[src/hw/ppi_consts.svh]
// PPI register map and encodings
`ifndef PPI_CONSTS_SVH
`define PPI_CONSTS_SVH

// APB address width in bits
`define PPI_ADDR_WIDTH 4

// Register byte offsets
`define PPI_REG_PORT_A  4'h0
`define PPI_REG_PORT_B  4'h4
`define PPI_REG_CONTROL 4'h8
`define PPI_REG_STATUS  4'hc

// Port direction
`define PPI_DIR_INPUT  1'b1
`define PPI_DIR_OUTPUT 1'b0

// Control word layout
`define PPI_CTL_WIDTH  4
`define PPI_CTL_A_MODE 0
`define PPI_CTL_A_DIR  1
`define PPI_CTL_B_MODE 2
`define PPI_CTL_B_DIR  3

// Status word layout
`define PPI_STS_IBF_A 0
`define PPI_STS_IBF_B 1

`endif

[src/hw/ppi_pkg.sv]
// PPI shared types
`include "ppi_consts.svh"

package ppi_pkg;

    // APB address and data
    typedef logic [`PPI_ADDR_WIDTH-1:0] apb_addr_t;
    typedef logic [31:0] apb_data_t;

    // Port payloads
    typedef logic [7:0] port_a_t;
    typedef logic [3:0] port_b_t;

    // Port operating mode
    typedef enum logic {
        MODE_STROBED_OFF = 1'b0,
        MODE_STROBED_IN  = 1'b1
    } port_mode_t;

endpackage

[src/hw/ppi_port.sv]
// Parallel I/O port
`timescale 1ns/10ps
`include "ppi_consts.svh"

module ppi_port #(
    parameter type data_t = logic [7:0]
) (
    input  logic                reset,
    input  logic                clock,

    // From the register block
    input  data_t               wdata,
    input  logic                write_port,
    input  logic                read_port,
    input  logic                update_mode,
    input  ppi_pkg::port_mode_t port_mode,
    input  logic                port_dir,

    // Pins
    input  logic                strobe,
    input  data_t               port_in,
    output logic                port_io,
    output data_t               port_out,

    // To the register block
    output data_t               read,
    output logic                ibf
);

    import ppi_pkg::*;

    data_t in_latch;

    // Direction from the control field
    always_ff @(posedge reset or posedge clock) begin
        if (clock) begin
            port_io <= `PPI_DIR_OUTPUT;
        end else begin
            port_io <= port_dir;
        end
    end

    // Output latch
    always_ff @(posedge reset or posedge clock) begin
        if (clock) begin
            port_out <= '0;
        end else if (update_mode) begin
            port_out <= '0;
        end else if (write_port) begin
            port_out <= wdata;
        end
    end

    // Input latch free running in mode 0 and strobed in mode 1
    always_ff @(posedge reset or posedge clock) begin
        if (clock) begin
            in_latch <= '0;
        end else if (update_mode) begin
            in_latch <= '0;
        end else if (port_mode == MODE_STROBED_OFF) begin
            in_latch <= port_in;
        end else if (strobe) begin
            in_latch <= port_in;
        end
    end

    // Buffer full flag where a strobe beats a read at the same edge
    always_ff @(posedge reset or posedge clock) begin
        if (clock) begin
            ibf <= 1'b0;
        end else if (update_mode) begin
            ibf <= 1'b0;
        end else if (port_mode == MODE_STROBED_IN) begin
            if (strobe) begin
                ibf <= 1'b1;
            end else if (read_port) begin
                ibf <= 1'b0;
            end
        end else begin
            ibf <= 1'b0;
        end
    end

    assign read = (port_io == `PPI_DIR_INPUT) ? in_latch : port_out;

    // Register block never writes data and control in one access
    a_write_vs_mode: assert property (
        @(posedge reset) disable iff (clock)
        !(write_port && update_mode)
    );

endmodule

[src/hw/ppi_apb_regs.sv]
// PPI APB register block
`timescale 1ns/10ps
`include "ppi_consts.svh"

module ppi_apb_regs (
    input  logic                reset,
    input  logic                clock,

    // APB slave
    input  logic                psel,
    input  logic                penable,
    input  logic                pwrite,
    input  ppi_pkg::apb_addr_t  paddr,
    input  ppi_pkg::apb_data_t  pwdata,
    output ppi_pkg::apb_data_t  prdata,
    output logic                pready,
    output logic                pslverr,

    // From the ports
    input  ppi_pkg::port_a_t    port_a_read,
    input  ppi_pkg::port_b_t    port_b_read,
    input  logic                ibf_a,
    input  logic                ibf_b,

    // Control fields
    output ppi_pkg::port_mode_t a_mode,
    output logic                a_dir,
    output ppi_pkg::port_mode_t b_mode,
    output logic                b_dir,

    // Access pulses
    output logic                write_a,
    output logic                write_b,
    output logic                read_a,
    output logic                read_b,
    output logic                update_mode
);

    import ppi_pkg::*;

    logic                      access;
    logic                      access_ok;
    logic                      bad_addr;
    logic                      bad_write;
    apb_addr_t                 word_addr;
    logic [`PPI_CTL_WIDTH-1:0] ctl_q;
    logic [`PPI_CTL_WIDTH-1:0] ctl_next;
    apb_data_t                 status;

    // Access phase is never stalled
    assign access = psel & penable;
    assign pready = access;

    // Byte offsets inside a word alias to that word
    assign word_addr = {paddr[`PPI_ADDR_WIDTH-1:2], 2'b00};

    assign bad_addr  = (paddr > `PPI_REG_STATUS);
    assign bad_write = pwrite & (word_addr == `PPI_REG_STATUS);
    assign pslverr   = access & (bad_addr | bad_write);
    assign access_ok = access & ~bad_addr & ~bad_write;

    // Per-register pulses
    assign write_a     = access_ok & pwrite & (word_addr == `PPI_REG_PORT_A);
    assign write_b     = access_ok & pwrite & (word_addr == `PPI_REG_PORT_B);
    assign update_mode = access_ok & pwrite & (word_addr == `PPI_REG_CONTROL);
    assign read_a      = access_ok & ~pwrite & (word_addr == `PPI_REG_PORT_A);
    assign read_b      = access_ok & ~pwrite & (word_addr == `PPI_REG_PORT_B);

    // Control register
    assign ctl_next = update_mode ? pwdata[`PPI_CTL_WIDTH-1:0] : ctl_q;

    always_ff @(posedge reset or posedge clock) begin
        if (clock) begin
            ctl_q <= '0;
        end else begin
            ctl_q <= ctl_next;
        end
    end

    // Fields pass a control write through so the ports switch at the same edge
    assign a_mode = port_mode_t'(ctl_next[`PPI_CTL_A_MODE]);
    assign a_dir  = ctl_next[`PPI_CTL_A_DIR];
    assign b_mode = port_mode_t'(ctl_next[`PPI_CTL_B_MODE]);
    assign b_dir  = ctl_next[`PPI_CTL_B_DIR];

    // Status word
    always_comb begin
        status = '0;
        status[`PPI_STS_IBF_A] = ibf_a;
        status[`PPI_STS_IBF_B] = ibf_b;
    end

    // Read data is zero outside a legal read
    always_comb begin
        prdata = '0;
        if (access_ok && !pwrite) begin
            case (word_addr)
                `PPI_REG_PORT_A:  prdata = apb_data_t'(port_a_read);
                `PPI_REG_PORT_B:  prdata = apb_data_t'(port_b_read);
                `PPI_REG_CONTROL: prdata = apb_data_t'(ctl_q);
                `PPI_REG_STATUS:  prdata = status;
                default:          prdata = '0;
            endcase
        end
    end

    // Bus master keeps psel through the access phase
    a_penable_psel: assert property (
        @(posedge reset) disable iff (clock)
        penable |-> psel
    );

endmodule

[src/hw/ppi_top.sv]
// PPI top level
`timescale 1ns/10ps

module ppi_top (
    input  logic               reset,
    input  logic               clock,

    // APB slave
    input  logic               psel,
    input  logic               penable,
    input  logic               pwrite,
    input  ppi_pkg::apb_addr_t paddr,
    input  ppi_pkg::apb_data_t pwdata,
    output ppi_pkg::apb_data_t prdata,
    output logic               pready,
    output logic               pslverr,

    // Port A pins
    input  ppi_pkg::port_a_t   port_a_in,
    input  logic               port_a_stb,
    output ppi_pkg::port_a_t   port_a_out,
    output logic               port_a_io,

    // Port B pins
    input  ppi_pkg::port_b_t   port_b_in,
    input  logic               port_b_stb,
    output ppi_pkg::port_b_t   port_b_out,
    output logic               port_b_io
);

    import ppi_pkg::*;

    port_mode_t a_mode;
    port_mode_t b_mode;
    logic       a_dir;
    logic       b_dir;
    logic       write_a;
    logic       write_b;
    logic       read_a;
    logic       read_b;
    logic       update_mode;
    port_a_t    port_a_read;
    port_b_t    port_b_read;
    logic       ibf_a;
    logic       ibf_b;

    ppi_apb_regs regs_i (
        .reset       (reset),
        .clock       (clock),
        .psel        (psel),
        .penable     (penable),
        .pwrite      (pwrite),
        .paddr       (paddr),
        .pwdata      (pwdata),
        .prdata      (prdata),
        .pready      (pready),
        .pslverr     (pslverr),
        .port_a_read (port_a_read),
        .port_b_read (port_b_read),
        .ibf_a       (ibf_a),
        .ibf_b       (ibf_b),
        .a_mode      (a_mode),
        .a_dir       (a_dir),
        .b_mode      (b_mode),
        .b_dir       (b_dir),
        .write_a     (write_a),
        .write_b     (write_b),
        .read_a      (read_a),
        .read_b      (read_b),
        .update_mode (update_mode)
    );

    // 8-bit port
    ppi_port #(
        .data_t (port_a_t)
    ) port_a_i (
        .reset       (reset),
        .clock       (clock),
        .wdata       (port_a_t'(pwdata)),
        .write_port  (write_a),
        .read_port   (read_a),
        .update_mode (update_mode),
        .port_mode   (a_mode),
        .port_dir    (a_dir),
        .strobe      (port_a_stb),
        .port_in     (port_a_in),
        .port_io     (port_a_io),
        .port_out    (port_a_out),
        .read        (port_a_read),
        .ibf         (ibf_a)
    );

    // 4-bit port keeps the low nibble of a write
    ppi_port #(
        .data_t (port_b_t)
    ) port_b_i (
        .reset       (reset),
        .clock       (clock),
        .wdata       (port_b_t'(pwdata)),
        .write_port  (write_b),
        .read_port   (read_b),
        .update_mode (update_mode),
        .port_mode   (b_mode),
        .port_dir    (b_dir),
        .strobe      (port_b_stb),
        .port_in     (port_b_in),
        .port_io     (port_b_io),
        .port_out    (port_b_out),
        .read        (port_b_read),
        .ibf         (ibf_b)
    );

endmodule

[config.mk]
export PLATFORM = sky130hd
export DESIGN_NAME = ppi_top
export DESIGN_NICKNAME = d
export VERILOG_FILES = /design/src/hw/ppi_pkg.sv /design/src/hw/ppi_port.sv /design/src/hw/ppi_apb_regs.sv /design/src/hw/ppi_top.sv
export VERILOG_INCLUDE_DIRS = /design/src /design/src/hw
export SDC_FILE = /design/constraint.sdc
export NUM_CORES = 1
export LEC_CHECK = 0
export ABC_AREA = 0
export BUFFER_PORTS_ARGS = -buffer_cell sky130_fd_sc_hd__buf_2
export CORE_UTILIZATION = 40
export DETAILED_ROUTE_END_ITERATION = 8
export GPL_ROUTABILITY_DRIVEN = 0
export PLACE_DENSITY = 0.74
export SLEW_MARGIN = 20
export SYNTH_ARGS = -nofsm -noshare
export SYNTH_HDL_FRONTEND = slang
export SYNTH_SLANG_ARGS = --single-unit
[constraint.sdc]
create_clock -name reset -period 5.1 [get_ports reset]
set_input_delay 0.765 -clock reset [delete_from_list [all_inputs] [get_ports reset]]
set_output_delay 0.765 -clock reset [all_outputs]
set_load 0.02 [all_outputs]
Word level (Yosys, flattened, before mapping)
Index checks and enable logic that the tools add are counted.

word-level totals
  flip-flop bits (word level) = 32
  input port bits = 55
  output and inout port bits = 48
  logic and storage cells = 61

operators by class
  order comparisons = 1
  eq/ne operators = 7
  multiplexer cells = 23
  bitwise gates (word level) = 16
  reductions and logical operators = 5

operators by type and width
  cell                  number
  $mux W8               6
  $mux W32              1
  $pmux W8 S4           1
  $mux W4               7
  $and A1 B1 Y1         12
  $mux W1               8
  $ne A4 B2 Y1 const B  2
  $ne A3 B2 Y1 const B  2
  $eq A2 B2 Y1 const B  2
  $gt A4 B4 Y1 const B  1
  $logic_not A4 Y1      1
  $reduce_bool A2 Y1    2
  $not A1 Y1            3
  $eq A2 B1 Y1 const B  1
  $logic_and A1 B1 Y1   1
  $logic_not A1 Y1      1
  $or A1 B1 Y1          1

Longest topological paths before layout
  depth after elaboration = 10
  depth in mapped cells = 6
  depth with buffers taken out = 3

Cells and area by module
From an unflattened synthesis, not the netlist that was laid out.

second synthesis, totals
  cells, all modules = 183
  area total of the unflattened synthesis = 2025.7 um^2

by module, submodules not included
  module                instances  cells each  area an instance (um^2)  sequential area each (um^2)
  ppi_port at port_a_i  1          75          915.9                    450.4
  ppi_apb_regs          1          67          608.1                    100.1
  ppi_port at port_b_i  1          41          501.7                    250.2

Worst setup path before layout
Ideal clock, no wire load.

  path kind = in2out
  start = in pwrite
  end = out prdata[2]
  arrival = 1947 ps
  required time = 4335 ps
  setup slack = 2388 ps
  stages on the path = 4
  buffers on the path = 1
  path through = buf_6 -> o311a_1 -> or3_4 -> a21oi_1

between the ends
  cells in the longest elaborated chain, start to end = 5
  elaborated cells between the ends (all ways) = 6
  classes of those cells = mux (1); bitwise (3); reduce/logical (2)

RTL lines
  what                     RTL line            RTL
  start, declared          ppi_top.sv:11       input logic pwrite,
  $and A1 B1 Y1            ppi_apb_regs.sv:58  assign bad_write = pwrite & (word_addr == `PPI_REG_STATUS);
  $not A1 Y1               ppi_apb_regs.sv:60  assign access_ok = access & ~bad_addr & ~bad_write;
  $and A1 B1 Y1            ppi_apb_regs.sv:60
  $logic_and A1 B1 Y1 (*)  ppi_apb_regs.sv:96  if (access_ok && !pwrite) begin
  $mux W32 (*)             ppi_apb_regs.sv:96
  end, declared            ppi_top.sv:14       output ppi_pkg::apb_data_t prdata,

Mark *: on every way between the ends. The rest lies on a longest branch, timed or not.

Worst setup path in the final report
  start = in pwrite
  end = out prdata[1]

Same word-level chain as after synthesis.

==> flow_summary.ini <==
[setup_path]
crit_path_start_kind = primary input
cp_slowest_cell = or3_4
path_class = in -> out
arrival_ps = 2010
path_delay_family = compound AO/OA/AOI/OAI gates
slowest_delay_ps = 370
cp_num_buf_inv = 2
path_cells = buf_2 -> o311a_1 -> or3_4 -> a211oi_2 -> buf_2
timing.critical_path.mode_cell = buf_2
worstPathRequired_ps = 4340
crit_fanout = 10
cp-end-kind = output port

[final_layout]
fill_cells = 406
antenna_cells = 0
area_growth_pct = 16.48
finish.net_count = 286
final_layout_size_suffix_gt1_share_pct = 33.62
design_area_um2 = 2078

[power]
power.leakage_nw = 1.074
power_density_nw_per_um2 = 357.3
ir_worst_vdd_v = 0.0001329
total_power_w = 0.0007425

[cts]
clockRootBuffer = clkbuf_8
clk_pin_slew_ps = 60
hold_buffers = 0
cts_setup_buffers = 0
cts_tree = done
htreeDepth = 2
clk_path_buf_depth = 2
cts_resized = 0
cts.sinks = 30
clock_latency_ps = 280
cts-buffers-inserted = 5

[routing]
antenna_left = 0
routed_wirelength_um = 4029
wire_per_inst_um = 14.29
vias = 1428
drtIter0Drc = 104
drc = 0
drt-pass1-iter-count = 4
vias_per_cell = 5.064

[global_routing]
antenna_found_initial = 0
grt_pass1_wl_um = 6141
grt_start_max_net_pins = 31
gr-total-overflow = 0
grt_usage_pct = 18.17
first_global_vias = 1283

[yosys]
synth_seq_cells = 30
synth_area_um2 = 1784
yosysSeqAreaShare_pct = 42.08
yosys_warnings = 0
ys_types = 36
syn_inst = 180
syn_area_per_cell_um2 = 9.912

[sta]
tightest_slew_ps = 841.4
fin_worst_skew_ps = 7.104
rsz0062_at_grt = false
slew_viol_final = 0
fin_setup_tns_ps = 0
fmax_mhz = 359.8
hold_violations = 0
final-setup-viol-count = 0
setup_ws_ps = 2321
period_needed_ps = 2779
period_share_pct = 54.49
slew_headroom_pct = 43.76

[floorplanning]
rows = 23
initial_core_util_pct = 43.06
die_y_um = 68.79
die_w_um = 68.79
boundaryPins = 103
die_area_um2 = 4731
core_area_um2 = 4144

[placed_design]
post-dp-hpwl_um = 3087
portBuffers = 54
place_ws_ps = 2327
postPlaceCellArea_um2 = 1972

[job]
maxCapViolCount = 0

[worst_hold_path]
hold_class = reg -> reg

[status]
outcome = finished, final reports clean
-- cells in the mapped netlist --
cell type / n / area, um^2
a211oi_2: 1 / 12.51
a21o_1: 1 / 7.510
a21oi_1: 11 / 55.05
a22o_1: 12 / 105.1
buf_1: 1 / 3.750
buf_2: 5 / 25.02
buf_4: 24 / 180.2
buf_6: 2 / 22.52
clkbuf_1: 2 / 7.510
conb_1: 1 / 3.750
dfrtp_1: 30 / 750.7
inv_1: 7 / 26.28
mux2_2: 9 / 101.4
mux2_4: 1 / 15.01
mux2i_1: 9 / 90.09
mux4_2: 1 / 22.52
nand2_1: 23 / 86.33
nand2b_1: 5 / 31.28
nand3_1: 1 / 5.000
nand4_1: 2 / 12.51
nand4b_1: 1 / 8.760
nor2_1: 8 / 30.03
nor2_2: 1 / 6.260
nor2b_1: 3 / 18.77
nor2b_4: 1 / 13.76
nor4b_2: 1 / 15.01
o211a_1: 1 / 10.01
o211ai_1: 2 / 15.01
o21ai_0: 6 / 30.03
o311a_1: 2 / 20.02
o31ai_1: 1 / 7.510
o41a_1: 1 / 11.26
o41ai_1: 1 / 8.760
or2_2: 1 / 6.260
or3_4: 1 / 11.26
or4_1: 1 / 7.510
-- metrics by stage --
step / utilization, % / hold slack (ps) / cells
CTS: 50.15 / 520.4 / 282
detailed placement: 47.58 / 508.8 / 274
finish: 50.15 / 516.1 / 282
global placement: 47.58 / 500.7 / 274
floorplan: - / 480.4 / 203
global route: 50.15 / 539.3 / 282
-- worst reg2reg max path, delay by kind of cell, from the launching register on --
| family | cells | cell delay [ps] |
|---|---|---|
| simple gates | 2 | 600 |
| compound gates | 1 | 150 |
| flops | 1 | 410 |
-- state kept, by name (all words and copies together), names as in the netlist --
name	cells
port_b_i.port_io	1
port_b_i.in_latch	4
port_a_i.in_latch	8
port_a_i.ibf	1
port_b_i.port_out	4
port_b_i.ibf	1
port_a_i.port_out	8
regs_i.ctl_q	3
-- metal layers --
layer  GRT usage (%)  vias to the layer above  routed length [um]
li1                -                      679                   -
met1           25.33                      693                1709
met2           28.92                       51                2002
met3           2.961                        5                 273
met4           5.357                        0                  44
met5               0                        -                   0
-- power breakdown --
part / switching, W / leakage, nW / internal, W
sequential: 0.0000389 / 0.366 / 0.000276
clock: 0.0000851 / 0.0524 / 0.000146
combinational: 0.000108 / 0.656 / 0.0000890
total: 0.000232 / 1.07 / 0.000511
-- cell type report --
class | count | area (um^2) | area share, %
Clock buffer | 7 | 76.32 | 3.672
Clock inverter | 1 | 30.03 | 1.445
Sequential cell | 30 | 750.7 | 36.12
Timing Repair Buffer | 55 | 277.8 | 13.37
Inverter | 7 | 26.28 | 1.264
Tap cell | 50 | 62.56 | 3.010
Multi-Input combinational cell | 132 | 854.6 | 41.12
-- final timing paths --
kind / startpoint / end / slack [ps] / cells after the start
worst max register to register: regs_i.ctl_q[0]$_DFF_PP0_ / port_a_i.in_latch[0]$_DFFE_PP0P_ / 3870 / 3
min in group asynchronous: clock / port_b_i.in_latch[2]$_DFFE_PP0P_ / 550 / 3
max in group asynchronous: clock / port_a_i.port_out[5]$_DFFE_PP0P_ / 4270 / 3
worst min register to register: port_b_i.in_latch[0]$_DFFE_PP0P_ / port_b_i.in_latch[0]$_DFFE_PP0P_ / 520 / 2
worst max-delay path: pwrite / prdata[1] / 2320 / 5
worst min-delay path: port_b_i.in_latch[0]$_DFFE_PP0P_ / port_b_i.in_latch[0]$_DFFE_PP0P_ / 520 / 2
-- layout by cell type, fill, tap and decap left out, drive strengths merged --
master	instances
o21ai	6
o31ai	1
mux2	10
conb	24
or2	1
clkbuf	7
mux2i	9
nor2	9
nand4b	1
or4	1
nor2b	4
nor4b	1
a22o	12
a211oi	1
or3	1
o311a	2
buf	55
bufinv	1
o211a	1
mux4	1
o211ai	2
nand2	23
dfrtp	30
nand4	2
nand3	1
inv	7
o41ai	1
o41a	1
a21oi	11
a21o	1
nand2b	5
-- kinds of logic after synthesis --
family / share of synthesized area [%]
other: 0.2102
and+or+nand+nor: 14.17
DFF: 42.08
buffers and inverters: 14.87
muxes: 12.83
AOI/OAI and AO/OA: 15.85
Power figures use the tool's default switching activity.
